==> src/driveTypesPkg.sv <==
package driveTypesPkg;

	////////////////////////////////////////////////////////////////////////////
	// Commands from the sensing side
	////////////////////////////////////////////////////////////////////////////

	typedef enum logic [1:0] {
		turnProceed = 2'b00,
		turnLeft = 2'b01,
		turnRight = 2'b10,
		turnStop = 2'b11
	} turnT;

	typedef enum logic [1:0] {
		rateFull = 2'b00,
		rateVeer = 2'b01,
		rateHard = 2'b10,
		rateStopTurn = 2'b11
	} rateT;

	// Turn in the upper bits, rate in the lower
	typedef struct packed {
		turnT turn;
		rateT rate;
	} dirCmdT;

	typedef enum logic [2:0] {
		toneStraight = 3'd0,
		toneLeft = 3'd1,
		toneRight = 3'd2,
		toneBack = 3'd3,
		toneStop = 3'd4
	} toneT;

	////////////////////////////////////////////////////////////////////////////
	// Motion control
	////////////////////////////////////////////////////////////////////////////

	typedef enum logic [1:0] {
		stateDrive = 2'b00,
		stateCollision = 2'b10,
		stateJunction = 2'b11
	} driveStateT;

	// Level bus bit is the code minus one
	typedef enum logic [2:0] {
		speedOff = 3'd0,
		speedFull = 3'd1,
		speedVeer = 3'd2,
		speedHard = 3'd3,
		speedNinety = 3'd4,
		speedNinetyFast = 3'd5
	} speedSelT;

	typedef enum logic [1:0] {
		stopPat = 2'd0,
		straightPat = 2'd1,
		leftPat = 2'd2,
		rightPat = 2'd3
	} bridgePatT;

	typedef enum logic {
		travelReverse = 1'b0,
		travelForwards = 1'b1
	} travelT;

	// H-bridge input pin codes, pin 4 in the MSB
	localparam logic [3:0] BRIDGE_STRAIGHT = 4'b0110;
	localparam logic [3:0] BRIDGE_LEFT = 4'b0101;
	localparam logic [3:0] BRIDGE_RIGHT = 4'b1010;
	localparam logic [3:0] BRIDGE_STOP = 4'b0000;

endpackage

==> src/motorTimingPkg.sv <==
package motorTimingPkg;

	////////////////////////////////////////////////////////////////////////////
	// PWM timing
	////////////////////////////////////////////////////////////////////////////

	// Clocks per PWM cycle, shared by every speed level
	localparam int PWM_PERIOD = 100;
	localparam int PWM_CNT_W = $clog2(PWM_PERIOD);

	// On-counts per speed level
	localparam logic [PWM_CNT_W-1:0] DUTY_FULL = PWM_CNT_W'(60);
	localparam logic [PWM_CNT_W-1:0] DUTY_VEER = PWM_CNT_W'(30);
	localparam logic [PWM_CNT_W-1:0] DUTY_HARD = PWM_CNT_W'(80);
	localparam logic [PWM_CNT_W-1:0] DUTY_NINETY = PWM_CNT_W'(40);
	localparam logic [PWM_CNT_W-1:0] DUTY_NINETY_FAST = PWM_CNT_W'(45);

	////////////////////////////////////////////////////////////////////////////
	// Junction manoeuvres
	////////////////////////////////////////////////////////////////////////////

	localparam int JNC_STRAIGHT_CYCLES = 200;
	localparam int JNC_TURN_CYCLES = 300;
	localparam int JNC_BACK_CYCLES = 200;
	// Sized for the longest manoeuvre
	localparam int JNC_CNT_W = $clog2(JNC_TURN_CYCLES + 1);

	// Input synchronizer depth
	localparam int SYNC_STAGES = 2;

endpackage

==> src/motorCmdIf.sv <==
interface motorCmdIf import driveTypesPkg::*; ();

	// Speed level per enable pin
	speedSelT speedA;
	speedSelT speedB;
	bridgePatT pattern;
	travelT travel;

	// State machine side
	modport ctrl (
		output speedA, speedB, pattern, travel
	);

	// Output stage side
	modport drive (
		input speedA, speedB, pattern, travel
	);

endinterface

==> src/bridgeOutput.sv <==
module bridgeOutput import driveTypesPkg::*; (
	input  logic       clk,
	input  logic       rst,
	input  logic [4:0] levels,
	motorCmdIf.drive   cmd,
	output logic       hbEnA,
	output logic       hbEnB,
	output logic [3:0] hbIn
);

	logic [3:0] pinCode;

	// PWM level for one enable, off and unused codes give zero
	function automatic logic levelFor(speedSelT sel, logic [4:0] lv);
		case (sel)
			speedFull: return lv[speedFull - 1];
			speedVeer: return lv[speedVeer - 1];
			speedHard: return lv[speedHard - 1];
			speedNinety: return lv[speedNinety - 1];
			speedNinetyFast: return lv[speedNinetyFast - 1];
			default: return 1'b0;
		endcase
	endfunction

	always_comb begin
		case (cmd.pattern)
			straightPat: pinCode = BRIDGE_STRAIGHT;
			leftPat: pinCode = BRIDGE_LEFT;
			rightPat: pinCode = BRIDGE_RIGHT;
			default: pinCode = BRIDGE_STOP;
		endcase
		// Reverse swaps both motor polarities
		if (cmd.travel == travelReverse && cmd.pattern != stopPat) begin
			pinCode = ~pinCode;
		end
	end

	always_ff @(posedge clk or posedge rst) begin
		if (rst) begin
			hbEnA <= 1'b0;
			hbEnB <= 1'b0;
			hbIn <= BRIDGE_STOP;
		end else begin
			hbEnA <= levelFor(cmd.speedA, levels);
			hbEnB <= levelFor(cmd.speedB, levels);
			hbIn <= pinCode;
		end
	end

endmodule

==> src/driveController.sv <==
module driveController import motorTimingPkg::*, driveTypesPkg::*; (
	input  logic    clk,
	input  logic    rst,
	input  dirCmdT  dirCmd,
	input  toneT    tone,
	input  logic    colClear,
	motorCmdIf.ctrl cmd
);

	driveStateT state;
	logic [JNC_CNT_W-1:0] jncCnt;
	logic [JNC_CNT_W-1:0] jncLimit;
	logic jncDone;

	// Manoeuvre length follows the current tone
	always_comb begin
		case (tone)
			toneLeft, toneRight: jncLimit = JNC_CNT_W'(JNC_TURN_CYCLES);
			toneBack: jncLimit = JNC_CNT_W'(JNC_BACK_CYCLES);
			default: jncLimit = JNC_CNT_W'(JNC_STRAIGHT_CYCLES);
		endcase
	end

	// Also catches a tone switch to a shorter manoeuvre
	assign jncDone = (jncCnt >= jncLimit);

	////////////////////////////////////////////////////////////////////////////
	// Drive state machine
	////////////////////////////////////////////////////////////////////////////

	always_ff @(posedge clk or posedge rst) begin
		if (rst) begin
			state <= stateDrive;
			jncCnt <= '0;
			cmd.speedA <= speedOff;
			cmd.speedB <= speedOff;
			cmd.pattern <= stopPat;
			cmd.travel <= travelForwards;
		end else begin
			case (state)
				stateDrive: begin
					if (!colClear) begin
						state <= stateCollision;
						cmd.speedA <= speedOff;
						cmd.speedB <= speedOff;
					end else begin
						case (dirCmd.turn)
							turnLeft: begin
								case (dirCmd.rate)
									rateVeer: begin
										cmd.speedA <= speedVeer;
										cmd.speedB <= speedFull;
										cmd.pattern <= straightPat;
									end
									rateHard: begin
										cmd.speedA <= speedVeer;
										cmd.speedB <= speedHard;
										cmd.pattern <= leftPat;
									end
									rateStopTurn: begin
										cmd.speedA <= speedNinety;
										cmd.speedB <= speedNinetyFast;
										cmd.pattern <= leftPat;
									end
									default: ;
								endcase
							end
							turnRight: begin
								case (dirCmd.rate)
									rateVeer: begin
										cmd.speedA <= speedFull;
										cmd.speedB <= speedVeer;
										cmd.pattern <= straightPat;
									end
									rateHard: begin
										cmd.speedA <= speedHard;
										cmd.speedB <= speedVeer;
										cmd.pattern <= rightPat;
									end
									rateStopTurn: begin
										cmd.speedA <= speedNinetyFast;
										cmd.speedB <= speedNinety;
										cmd.pattern <= rightPat;
									end
									default: ;
								endcase
							end
							turnProceed: begin
								// Other rates keep the last command
								if (dirCmd.rate == rateFull) begin
									cmd.speedA <= speedFull;
									cmd.speedB <= speedFull;
									cmd.pattern <= straightPat;
								end
							end
							default: begin
								// Line lost, wait for a tone at the junction
								cmd.speedA <= speedOff;
								cmd.speedB <= speedOff;
								cmd.pattern <= stopPat;
								jncCnt <= '0;
								state <= stateJunction;
							end
						endcase
					end
				end

				stateCollision: begin
					cmd.speedA <= speedOff;
					cmd.speedB <= speedOff;
					if (colClear) begin
						state <= stateDrive;
					end
				end

				stateJunction: begin
					case (tone)
						toneStop: begin
							cmd.speedA <= speedOff;
							cmd.speedB <= speedOff;
							cmd.pattern <= stopPat;
						end
						toneStraight, toneBack: begin
							if (jncDone) begin
								jncCnt <= '0;
								state <= stateDrive;
								cmd.travel <= (tone == toneBack) ? travelReverse : travelForwards;
							end else begin
								jncCnt <= jncCnt + 1'b1;
								cmd.speedA <= speedFull;
								cmd.speedB <= speedFull;
								cmd.pattern <= straightPat;
							end
						end
						toneLeft, toneRight: begin
							if (!jncDone) begin
								jncCnt <= jncCnt + 1'b1;
								cmd.speedA <= (tone == toneLeft) ? speedNinety : speedNinetyFast;
								cmd.speedB <= (tone == toneLeft) ? speedNinetyFast : speedNinety;
								cmd.pattern <= (tone == toneLeft) ? leftPat : rightPat;
							end else if (dirCmd.turn == turnStop) begin
								// Turn is done but no line yet, so creep straight
								cmd.speedA <= speedFull;
								cmd.speedB <= speedFull;
								cmd.pattern <= straightPat;
							end else begin
								jncCnt <= '0;
								state <= stateDrive;
							end
						end
						default: begin
							jncCnt <= '0;
							state <= stateDrive;
							cmd.travel <= travelForwards;
						end
					endcase
				end

				default: state <= stateDrive;
			endcase
		end
	end

endmodule

==> src/driveRobot.sv <==
module driveRobot import driveTypesPkg::*; (
	input  logic       clk,
	input  logic       rst,
	input  turnT       dirTurn,
	input  rateT       dirRate,
	input  logic       colClear,
	input  toneT       toneDir,
	output logic       hbEnA,
	output logic       hbEnB,
	output logic [3:0] hbIn
);

	dirCmdT dirCmdRaw;
	dirCmdT dirCmdSync;
	toneT toneSync;
	logic colClearSync;
	logic [4:0] levels;

	motorCmdIf cmdBus ();

	// Turn and rate cross together
	assign dirCmdRaw.turn = dirTurn;
	assign dirCmdRaw.rate = dirRate;

	////////////////////////////////////////////////////////////////////////////
	// Input synchronizers
	////////////////////////////////////////////////////////////////////////////

	signalSync #(.payloadT(dirCmdT)) i_dirSync (
		.clk   (clk),
		.rst   (rst),
		.async (dirCmdRaw),
		.sync  (dirCmdSync)
	);

	signalSync #(.payloadT(toneT)) i_toneSync (
		.clk   (clk),
		.rst   (rst),
		.async (toneDir),
		.sync  (toneSync)
	);

	signalSync #(.payloadT(logic)) i_colSync (
		.clk   (clk),
		.rst   (rst),
		.async (colClear),
		.sync  (colClearSync)
	);

	////////////////////////////////////////////////////////////////////////////
	// Motion core
	////////////////////////////////////////////////////////////////////////////

	pwmBank i_pwmBank (
		.clk    (clk),
		.rst    (rst),
		.levels (levels)
	);

	driveController i_driveController (
		.clk      (clk),
		.rst      (rst),
		.dirCmd   (dirCmdSync),
		.tone     (toneSync),
		.colClear (colClearSync),
		.cmd      (cmdBus.ctrl)
	);

	bridgeOutput i_bridgeOutput (
		.clk    (clk),
		.rst    (rst),
		.levels (levels),
		.cmd    (cmdBus.drive),
		.hbEnA  (hbEnA),
		.hbEnB  (hbEnB),
		.hbIn   (hbIn)
	);

endmodule

==> src/pwmBank.sv <==
module pwmBank import motorTimingPkg::*, driveTypesPkg::*; (
	input  logic       clk,
	input  logic       rst,
	output logic [4:0] levels
);

	logic [PWM_CNT_W-1:0] periodCnt;

	// Shared period counter
	always_ff @(posedge clk or posedge rst) begin
		if (rst) begin
			periodCnt <= '0;
		end else if (periodCnt == PWM_CNT_W'(PWM_PERIOD - 1)) begin
			periodCnt <= '0;
		end else begin
			periodCnt <= periodCnt + 1'b1;
		end
	end

	////////////////////////////////////////////////////////////////////////////
	// Duty compares
	////////////////////////////////////////////////////////////////////////////

	// All levels rise together at count zero
	assign levels[speedFull - 1] = (periodCnt < DUTY_FULL);
	assign levels[speedVeer - 1] = (periodCnt < DUTY_VEER);
	assign levels[speedHard - 1] = (periodCnt < DUTY_HARD);
	assign levels[speedNinety - 1] = (periodCnt < DUTY_NINETY);
	assign levels[speedNinetyFast - 1] = (periodCnt < DUTY_NINETY_FAST);

endmodule

==> src/signalSync.sv <==
module signalSync import motorTimingPkg::*; #(
	parameter type payloadT = logic
) (
	input  logic    clk,
	input  logic    rst,
	input  payloadT async,
	output payloadT sync
);

	payloadT stages [SYNC_STAGES];

	always_ff @(posedge clk or posedge rst) begin
		if (rst) begin
			for (int i = 0; i < SYNC_STAGES; i++) begin
				stages[i] <= payloadT'(0);
			end
		end else begin
			stages[0] <= async;
			for (int i = 1; i < SYNC_STAGES; i++) begin
				stages[i] <= stages[i-1];
			end
		end
	end

	assign sync = stages[SYNC_STAGES-1];

endmodule

==> config.mk <==
export PLATFORM = sky130hd
export DESIGN_NAME = driveRobot
export DESIGN_NICKNAME = d
export VERILOG_FILES = /design/src/driveTypesPkg.sv /design/src/motorTimingPkg.sv /design/src/motorCmdIf.sv /design/src/bridgeOutput.sv /design/src/driveController.sv /design/src/driveRobot.sv /design/src/pwmBank.sv /design/src/signalSync.sv
export SDC_FILE = /design/constraint.sdc
export NUM_CORES = 1
export LEC_CHECK = 0
export ABC_AREA = 0
export BUFFER_PORTS_ARGS = -buffer_cell sky130_fd_sc_hd__buf_2
export CAP_MARGIN = 20
export CORE_ASPECT_RATIO = 0.75
export CORE_MARGIN = 2
export CORE_UTILIZATION = 41
export DETAILED_ROUTE_END_ITERATION = 6
export SLEW_MARGIN = 20
export SYNTH_ARGS = -nofsm -noshare
export SYNTH_HDL_FRONTEND = slang
export SYNTH_HIERARCHICAL = 1
export SYNTH_SLANG_ARGS = --single-unit
==> constraint.sdc <==
create_clock -name clk -period 3.6 [get_ports clk]
set_input_delay 0.54 -clock clk [delete_from_list [all_inputs] [get_ports clk]]
set_output_delay 0.54 -clock clk [all_outputs]
set_load 0.01 [all_outputs]
Yosys cells after proc, flatten, opt, wreduce, memory -nomap -nowiden --
Cells that the tools add are included.
Operators by class: add/subtract/negate cells 2, order comparisons 6, equality and inequality tests 47, mux-type cells 52, bitwise logic cells 3, reductions and logical operators 20
Operator list (count):
- $pmux 3 s3 | 7
- $mux 9 | 6
- $pmux 9 s3 | 1
- $pmux 2 s3 | 4
- $mux 2 | 11
- $lt 7x6->1 const B | 3
- $mux 3 | 7
- $eq 3x2->1 const B | 6
- $pmux 9 s2 | 1
- $eq 2x2->1 const B | 8
- $ne 4x4->1 const B | 4
- $eq 3x3->1 const B | 5
- $reduce_and 7->1 | 2
- $ne 6x6->1 const B | 2
- $pmux 2 s2 | 3
- $pmux 4 s3 | 1
- $ne 5x5->1 const B | 2
- $pmux 1 s5 | 2
- $add 9x1->9 const B | 1
- $eq 3x1->1 const B | 3
- $ge 9x9->1 | 1
- $ne 3x2->1 const B | 3
- $ne 3x3->1 const B | 3
- $ne 2x2->1 const B | 4
- 25 further kinds | 40
Storage, ports and cells: flip-flop bits (word level) 49, input port bits 10, output and inout bits 6, word-level logic and storage cells 148

Longest topological paths before layout --
Gate-level depths: netlist of run 1.
depth in word-level cells 7, depth in mapped cells 11, gate-level depth less buffers 9

Modules after synthesis --
Netlist of run 1, hierarchy kept.
By module, submodules not included:
- driveController | instances 1, cells an instance 176, area each 1590.3 sq um, seq. area each 501.7 sq um
- pwmBank | instances 1, cells an instance 42, area each 435.4 sq um, seq. area each 175.2 sq um
- bridgeOutput | instances 1, cells an instance 36, area each 352.8 sq um, seq. area each 150.1 sq um
- signalSync at i_dirSync | instances 1, cells an instance 13, area each 234.0 sq um, seq. area each 200.2 sq um
- signalSync at i_toneSync | instances 1, cells an instance 10, area each 176.4 sq um, seq. area each 150.1 sq um
- signalSync at i_colSync | instances 1, cells an instance 3, area each 53.8 sq um, seq. area each 50.0 sq um

Worst setup path after synthesis of run 1 --
Ideal clock, no wire load.
kind register to register, start point reg i_toneSync.stages, in the netlist i_toneSync/sync[1], end point reg i_driveController.cmd.pattern[1], arrival 2402 ps, setup slack 1073 ps, cell stages (with the launch flop) 11, period minus slack after synthesis 2527 ps, cells stage by stage dfrtp_1 -> buf_4 -> xnor2_1 -> nor2_1 -> inv_1 -> ha_1 -> nand2_1 -> a311oi_2 -> o21ai_1 -> o211ai_1 -> mux2_2
On the way: word-level cells in the longest chain between the ends 7, elaborated cells between the ends (all ways) 16
Ends and longest elaborated chain:
- start, declared | RTL line signalSync.sv:10 | payloadT stages [SYNC_STAGES];
- start signal, assigned by index | RTL line signalSync.sv:15 | stages[i] <= payloadT'(0);
- start signal, assigned by index | RTL line signalSync.sv:20 | stages[i] <= stages[i-1];
- $eq 3x2->1 or $eq 3x1->1 (tied branches) | RTL line driveController.sv:17, driveController.sv:117
- $reduce_or 2->1 | RTL line driveController.sv:17, driveController.sv:117
- $mux 9 | RTL line driveController.sv:17 | case (tone)
- $ge 9x9->1 | RTL line driveController.sv:25 | assign jncDone = (jncCnt >= jncLimit);
- $mux 2 | RTL line driveController.sv:136 | if (!jncDone) begin
- $pmux 2 s3 | RTL line driveController.sv:117 | case (tone)
- $pmux 2 s2 | RTL line driveController.sv:40 | case (state)
- end signal, assigned | RTL line driveController.sv:37 | cmd.pattern <= stopPat;
- end signal, assigned | RTL line driveController.sv:121 | cmd.pattern <= stopPat;
- end signal, assigned | RTL line driveController.sv:140 | cmd.pattern <= (tone == toneLeft) ? leftPat : rightPat;
- end, declared | RTL line motorCmdIf.sv:11 | output speedA, speedB, pattern, travel
Parallel ways exist; a longest one is shown, timed or not. A chain may end at the register's enable or synchronous reset.

Worst setup path in the final report of run 1 --
start point reg i_toneSync.stages, in the netlist i_toneSync/sync[1], end point reg i_driveController.cmd.speedB[2]
On the way: word-level cells in the longest chain between the ends 7, elaborated cells between the ends (all ways) 16
Ends and longest elaborated chain:
- $eq 3x2->1 or $eq 3x1->1 (tied branches) | RTL line driveController.sv:17, driveController.sv:117
- $reduce_or 2->1 | RTL line driveController.sv:17, driveController.sv:117
- $mux 9 | RTL line driveController.sv:17
- $ge 9x9->1 | RTL line driveController.sv:25
- $mux 3 | RTL line driveController.sv:136
- $pmux 3 s3 | RTL line driveController.sv:117
- $pmux 3 s3 | RTL line driveController.sv:40
- end signal, assigned | RTL line driveController.sv:45 | cmd.speedB <= speedOff;
- end signal, assigned | RTL line driveController.sv:120 | cmd.speedB <= speedOff;
- end signal, assigned | RTL line driveController.sv:139 | cmd.speedB <= (tone == toneLeft) ? speedNinetyFast : speedNinety;
- end, declared | RTL line motorCmdIf.sv:11
Parallel ways exist; a longest one is shown, timed or not.

==> reports/results.ini, run 1 <==
[outcome]
status = finished, final reports clean

[clock_tree]
path_clk_slew_ps = 90
root_buffer = clkbuf_8
tritoncts = yes
clock_latency_ps = 290
cts_buffers = 5
ctsResizeCount = 0
clockBufferDepth = 2
cts_hold_buf = 0
clkSinkCount = 49
post_cts_buffers = 0
h-tree-depth = 2

[timing]
slew_headroom = 0.480
period_share = 0.788
min_period_ps = 2840
rsz0062_at_grt = no
finalMaxSlewViolations = 0
max_slew.worst_pin.slew_ps = 780
hold_ws_ps = 162
tns_ps = 0
hold_viol_final = 0
fmax_ghz = 0.352
skew_ps = 8.60
setup_viol = 0
worst_slack_ps = 762

[critical_path]
cp-start-kind = flip-flop
cp_cell_sequence = xnor2_1 > nor2_1 > inv_1 > ha_1 > nand2_1 > a311oi_2 > o21ai_1 > o21bai_1 > mux2_2
max_stage_delay_ps = 440
r2r_slack_ps = 760
timing.rr.start = i_toneSync/sync[1]$_DFF_PP0_
reg2regPathDepth = 9
cp_data_required_time_ps = 3790
critical_path_class = reg -> reg
r2r_end = i_driveController/cmd.speedB[2]$_DFFE_PP0P_
crit_path_end_kind = flip-flop
crit_arrival_ps = 3020
path_max_fanout = 6
slowest_stage = dfrtp_1

[synthesis]
async_flop_share = 1.00
syn-cell-area_mm2 = 0.00284
syn_avg_cell_area_um2 = 10.2
syn_inst = 280
synth_ff_type = dfrtp_1
synth_edf_count = 0
synth_fp_nets = 311
ys_seq_elements = 49
ys_seq_area_frac = 0.432
yosysWarnings = 6
ys_types = 57

[routing]
vias_per_cell = 5.33
wl_um = 4950
dr.pass1.iters = 4
antenna_left = 0
wire_per_inst_um = 13.4
drt-initial-drc-count = 140
drc = 0
vias = 1979

[placed_design]
post-place-ws_ps = 763
gp_congestion = 0.827
dpl.hpwl_um = 3770
port_buffers = 15
dp.cells = 363

[die]
start_util = 0.420
io_pins = 16
dieArea_mm2 = 0.00762
core_mm2 = 0.00677
die_h_um = 76.1
die_w_um = 100
rows = 26

[final_layout]
syn_to_final_growth_pct = 5.11
antenna_cells = 0
drive_above_1_share = 0.143
final_cell_count_no_fill = 371
nets = 317

[pwr]
clkPwrFrac = 0.194
ir_worst_vdd_mv = 0.405
p_sw_uw = 548
power.total_uw = 1570
p_leak_uw = 0.00132
intPower_uw = 1020
power_density_mw_per_mm2 = 524
p_comb_frac = 0.354
swShare = 0.350
p_seq_frac = 0.452

[global_route]
grt_max_degree = 21
grt_pass1_wl_um = 8790
grt_overflow = 0
antenna_found_initial = 0
first_global_vias = 1827
track_usage = 0.143

[hold_path]
hold_path.class = in -> async

[flow_run]
cap_violations = 0

[worst max-delay path, delay by kind of cell, from the launching register on]
family	cells	cell delay, ps
compound gates	3	900
flops	1	440
mux	1	380
simple gates	2	350
fa+ha+maj	1	310
xor+xnor	1	230
buf+inv	1	120
[power by group through the flow]
| stage | logic, uW | registers (uW) | clock network [uW] |
|---|---|---|---|
| 6_report | 554 | 707 | 304 |
| 5_1_grt | 624 | 723 | 349 |
| 4_1_cts | 563 | 707 | 320 |
| 3_5_place_dp | 557 | 719 | 0 |
| 3_3_place_gp | 551 | 716 | 0 |
| 2_1_floorplan | 417 | 718 | 0 |
[registers in the layout, indices dropped and copies added (netlist names), 2 cells and up]
| signal | count |
|---|---|
| i_driveController/jncCnt | 9 |
| i_pwmBank/periodCnt | 7 |
| i_bridgeOutput/hbIn | 4 |
| i_dirSync/stages | 4 |
| i_dirSync/sync | 4 |
| i_driveController/cmd.speedA | 3 |
| i_driveController/cmd.speedB | 3 |
| i_toneSync/stages | 3 |
| i_toneSync/sync | 3 |
| i_driveController/cmd.pattern | 2 |
| i_driveController/state | 2 |
[synth_stat cells (3+ instances only)]
library cell / number / area (um^2)
nor3_1: 5 / 25.0
a31oi_1: 4 / 25.0
nand2b_1: 3 / 18.8
nor2_1: 24 / 90.1
mux2_1: 6 / 67.6
nand3_1: 7 / 35.0
buf_4: 12 / 90.1
or3_1: 3 / 18.8
o211ai_1: 4 / 30.0
mux2i_1: 4 / 40.0
xor2_1: 3 / 26.3
or2_2: 4 / 25.0
o2bb2ai_1: 5 / 43.8
o21ai_0: 11 / 55.1
a22oi_1: 4 / 30.0
nor2b_1: 5 / 31.3
mux2_2: 4 / 45.0
dfrtp_1: 48 / 1200
a21oi_1: 15 / 75.1
nand2_1: 14 / 52.6
inv_1: 23 / 86.3
xnor2_1: 5 / 43.8
ha_1: 21 / 263
[through the flow]
stage,utilization,cell area (um^2)
after floorplan,-,2840
after global placement,0.429,2910
after detailed placement,0.429,2910
after CTS,0.442,2990
after global routing,0.442,2990
final,0.442,2990
[cell type report]
type	count	area, um^2
flip-flops and latches	49	1230
repair buffers	15	75.1
well taps	84	105
clock buffers	6	72.6
multi-input cells	192	1410
fillers	672	3780
clock inverters	2	10.0
inverters	23	86.3
[worst max path at each step]
stage                                  from  depth (start not counted)                                           end  slack (ps)
2_1_floorplan  i_toneSync/sync[1]$_DFF_PP0_                         10  i_driveController/cmd.pattern[1]$_DFFE_PP0P_        1070
3_3_place_gp   i_toneSync/sync[1]$_DFF_PP0_                          8   i_driveController/cmd.speedB[2]$_DFFE_PP0P_         920
3_5_place_dp   i_toneSync/sync[1]$_DFF_PP0_                          9   i_driveController/cmd.speedB[2]$_DFFE_PP0P_         760
4_1_cts        i_toneSync/sync[1]$_DFF_PP0_                          9   i_driveController/cmd.speedB[2]$_DFFE_PP0P_         760
5_1_grt        i_toneSync/sync[1]$_DFF_PP0_                          8   i_driveController/cmd.speedB[2]$_DFFE_PP0P_         510
6_report       i_toneSync/sync[1]$_DFF_PP0_                          9   i_driveController/cmd.speedB[2]$_DFFE_PP0P_         760
[cells in the final DEF (no fill, tap or decap), drive strengths merged, types with 4 or more instances in the layout]
cell,count
dfrtp,48
nand2,14
mux2i,4
or2,4
nor2b,5
o2bb2ai,5
nand2b,4
o21ai,15
a31oi,4
nor3,6
mux2,10
clkbuf,6
inv,23
nor2,24
nand3,7
a22oi,4
ha,21
a21oi,15
o211ai,4
xnor2,5
buf,15
[routing by layer]
metal | vias to the layer above | global-route usage | share of wire
met5 | - | 0 | 0
met4 | 0 | 0.0370 | 0.0083
met3 | 5 | 0.0312 | 0.053
met2 | 41 | 0.195 | 0.42
met1 | 935 | 0.226 | 0.52
li1 | 998 | - | -
[kinds of logic (layout without fill, tap and decap cells)]
| kind of cell | Yosys count | in the layout | synth area share |
|---|---|---|---|
| buffers and inverters | 39 | 46 | 0.0717 |
| xor gates and xnor gates | 8 | 8 | 0.0246 |
| and+or+nand+nor | 77 | 77 | 0.146 |
| muxes | 14 | 14 | 0.0537 |
| AOI/OAI and AO/OA | 72 | 72 | 0.180 |
| DFF | 49 | 49 | 0.432 |
| adders and majority gates | 21 | 21 | 0.0924 |
Power figures use the tool's default switching activity.
==> run 2: changes to the inputs <==
==> constraint.sdc (replaced) <==
create_clock -name clk -period 2.4 [get_ports clk]
set_input_delay 0.36 -clock clk [delete_from_list [all_inputs] [get_ports clk]]
set_output_delay 0.36 -clock clk [all_outputs]
set_load 0.01 [all_outputs]
==> reports/results.ini, run 2 (synthesis gave the netlist of run 1 again) <==
[global_route]
grt_overflow = 0  ; unchanged
antenna_found_initial = 0  ; unchanged
grt_max_degree = 21  ; unchanged
grt_pass1_wl_um = 9250  ; was 8790 um
track_usage = 0.151  ; was 0.143
first_global_vias = 1924  ; was 1827

[clock_tree]
clkSinkCount = 49  ; unchanged
cts_buffers = 5  ; unchanged
tritoncts = yes  ; unchanged
path_clk_slew_ps = 90  ; about the same
h-tree-depth = 2  ; unchanged
clock_latency_ps = 290  ; about the same
clockBufferDepth = 2  ; unchanged
root_buffer = clkbuf_8  ; unchanged

[timing]
slew_headroom = 0.467  ; was 0.480
period_share = 0.995  ; was 0.788
skew_ps = 4.54  ; was 8.60 ps
hold_viol_final = 0  ; unchanged
hold_ws_ps = 163  ; was 162 ps
finalMaxSlewViolations = 0  ; unchanged
fmax_ghz = 0.419  ; was 0.352 GHz
max_slew.worst_pin.slew_ps = 798  ; was 780 ps
rsz0062_at_grt = yes  ; was no
min_period_ps = 2390  ; was 2840 ps
setup_viol = 0  ; unchanged

[routing]
antenna_left = 0  ; unchanged
wl_um = 5420  ; was 4950 um
dr.pass1.iters = 4  ; unchanged
wire_per_inst_um = 13.9  ; was 13.4 um
vias_per_cell = 5.35  ; was 5.33
vias = 2083  ; was 1979
drc = 0  ; unchanged
drt-initial-drc-count = 120  ; was 140

[die]
dieArea_mm2 = 0.00762  ; unchanged
die_w_um = 100  ; unchanged
core_mm2 = 0.00677  ; unchanged
die_h_um = 76.1  ; unchanged
rows = 26  ; unchanged
io_pins = 16  ; unchanged
start_util = 0.420  ; unchanged

[final_layout]
fillers = 616  ; was 672
final_util = 0.489  ; was 0.442
mostFrequentLayoutCell = dfrtp_1  ; unchanged
top_register = i_driveController/jncCnt  ; unchanged
antenna_cells = 0  ; unchanged
drive_above_1_share = 0.239  ; was 0.143
syn_to_final_growth_pct = 16.3  ; was 5.11%
seq_area_mm2 = 0.00123  ; unchanged
largest_register_ff_count = 9  ; unchanged
top_regs = i_driveController/jncCnt: 9 flops, i_pwmBank/periodCnt: 7 flops  ; unchanged
final_cell_mix = dfrtp_1, nor2_1, inv_1, ha_1  ; unchanged
nets = 335  ; was 317
multi_input_area_mm2 = 0.00153  ; was 0.00141 mm^2

[placed_design]
gp_congestion = 0.808  ; was 0.827
dpl.hpwl_um = 4100  ; was 3770 um
port_buffers = 15  ; unchanged

[pwr]
p_comb_frac = 0.356  ; was 0.354
ir_worst_vdd_mv = 0.458  ; was 0.405 mV
p_seq_frac = 0.392  ; was 0.452
swShare = 0.327  ; was 0.350
p_sw_uw = 889  ; was 548 uW
p_leak_uw = 0.00145  ; was 0.00132 uW
intPower_uw = 1820  ; was 1020 uW
power_density_mw_per_mm2 = 821  ; was 524 mW/mm^2
clkPwrFrac = 0.252  ; was 0.194

[critical_path]
cp_data_required_time_ps = 2580  ; was 3790 ps
crit_path_end_kind = flip-flop  ; unchanged
path_max_fanout = 5  ; was 6
crit_arrival_ps = 2570  ; was 3020 ps
cp-start-kind = flip-flop  ; unchanged
r2r_slack_ps = 10  ; was 760 ps
critical_path_class = reg -> reg  ; unchanged

[hold_path]
hold_path.class = in -> reg  ; was in -> async

[outcome]
status = finished, final reports clean  ; unchanged

[flow_run]
cap_violations = 0  ; unchanged

[run 2: final cells by class]
class / count / share of cell area
clock buffer: 5 / 0.0208
inverter: 23 / 0.0261
clock inverter: 3 / 0.0197
sequential: 49 / 0.371
multi-input combinational: 192 / 0.464
tap: 84 / 0.0318
timing repair buffer: 33 / 0.0666
[run 2: power by group through the flow]
stage | clock network, uW | logic [uW] | registers (uW)
after floorplan | 0 | 629 | 1080
after global placement | 0 | 891 | 1070
after detailed placement | 0 | 908 | 1080
after CTS | 705 | 942 | 1070
after global routing | 739 | 1070 | 1080
final | 683 | 966 | 1060
[run 2: stage by stage]
step,instance area (um^2),std cells,total power (uW),worst slack (ps),setup TNS (ps)
finish,3310,389,2710,12.8,0
global route,3310,389,2890,-110,-535
CTS,3290,389,2710,0.195,0
detailed placement,3020,377,1990,-67.3,-220
global placement,3020,377,1960,34.3,0
floorplan,2860,280,1710,8.21,0
[run 2: critical path, cell delays in order (launching register included)]
cell and delay [ps]:
dfrtp_1 410, xnor2_2 190, nor2_2 70, buf_6 140, ha_4 260, nand2_4 60, a311oi_4 360, o21ai_4 120
o211ai_1 300, mux2_2 370
[run 2: repair_timing]
action	in CTS	in global routing
hold buffers	1	0
endpoints found under the hold margin	2	0
resized for setup	14	3
setup buffers	3	0
pin swaps	6	4
setup endpoints to repair	4	17
cloned	0	0
[run 2: final timing paths]
kind	cells after the start	startpoint	to
max reg2reg	9	i_toneSync/sync[0]$_DFF_PP0_	i_driveController/cmd.pattern[1]$_DFFE_PP0P_
min reg2reg	0	i_toneSync/stages[5]$_DFF_PP0_	i_toneSync/sync[2]$_DFF_PP0_
min	1	dirTurn[1]	i_dirSync/stages[7]$_DFF_PP0_
max	9	i_toneSync/sync[0]$_DFF_PP0_	i_driveController/cmd.pattern[1]$_DFFE_PP0P_
max in group asynchronous	3	rst	i_driveController/jncCnt[4]$_DFFE_PP0P_
min in group asynchronous	3	rst	i_colSync/sync$_DFF_PP0_
[run 2: layer usage]
metal / GRT usage / routed length (um) / part of all wire
met1: 0.240 / 2890 / 0.53
met2: 0.207 / 2240 / 0.41
met3: 0.0330 / 261 / 0.048
met4: 0.0329 / 30 / 0.0055
met5: 0 / 0 / 0
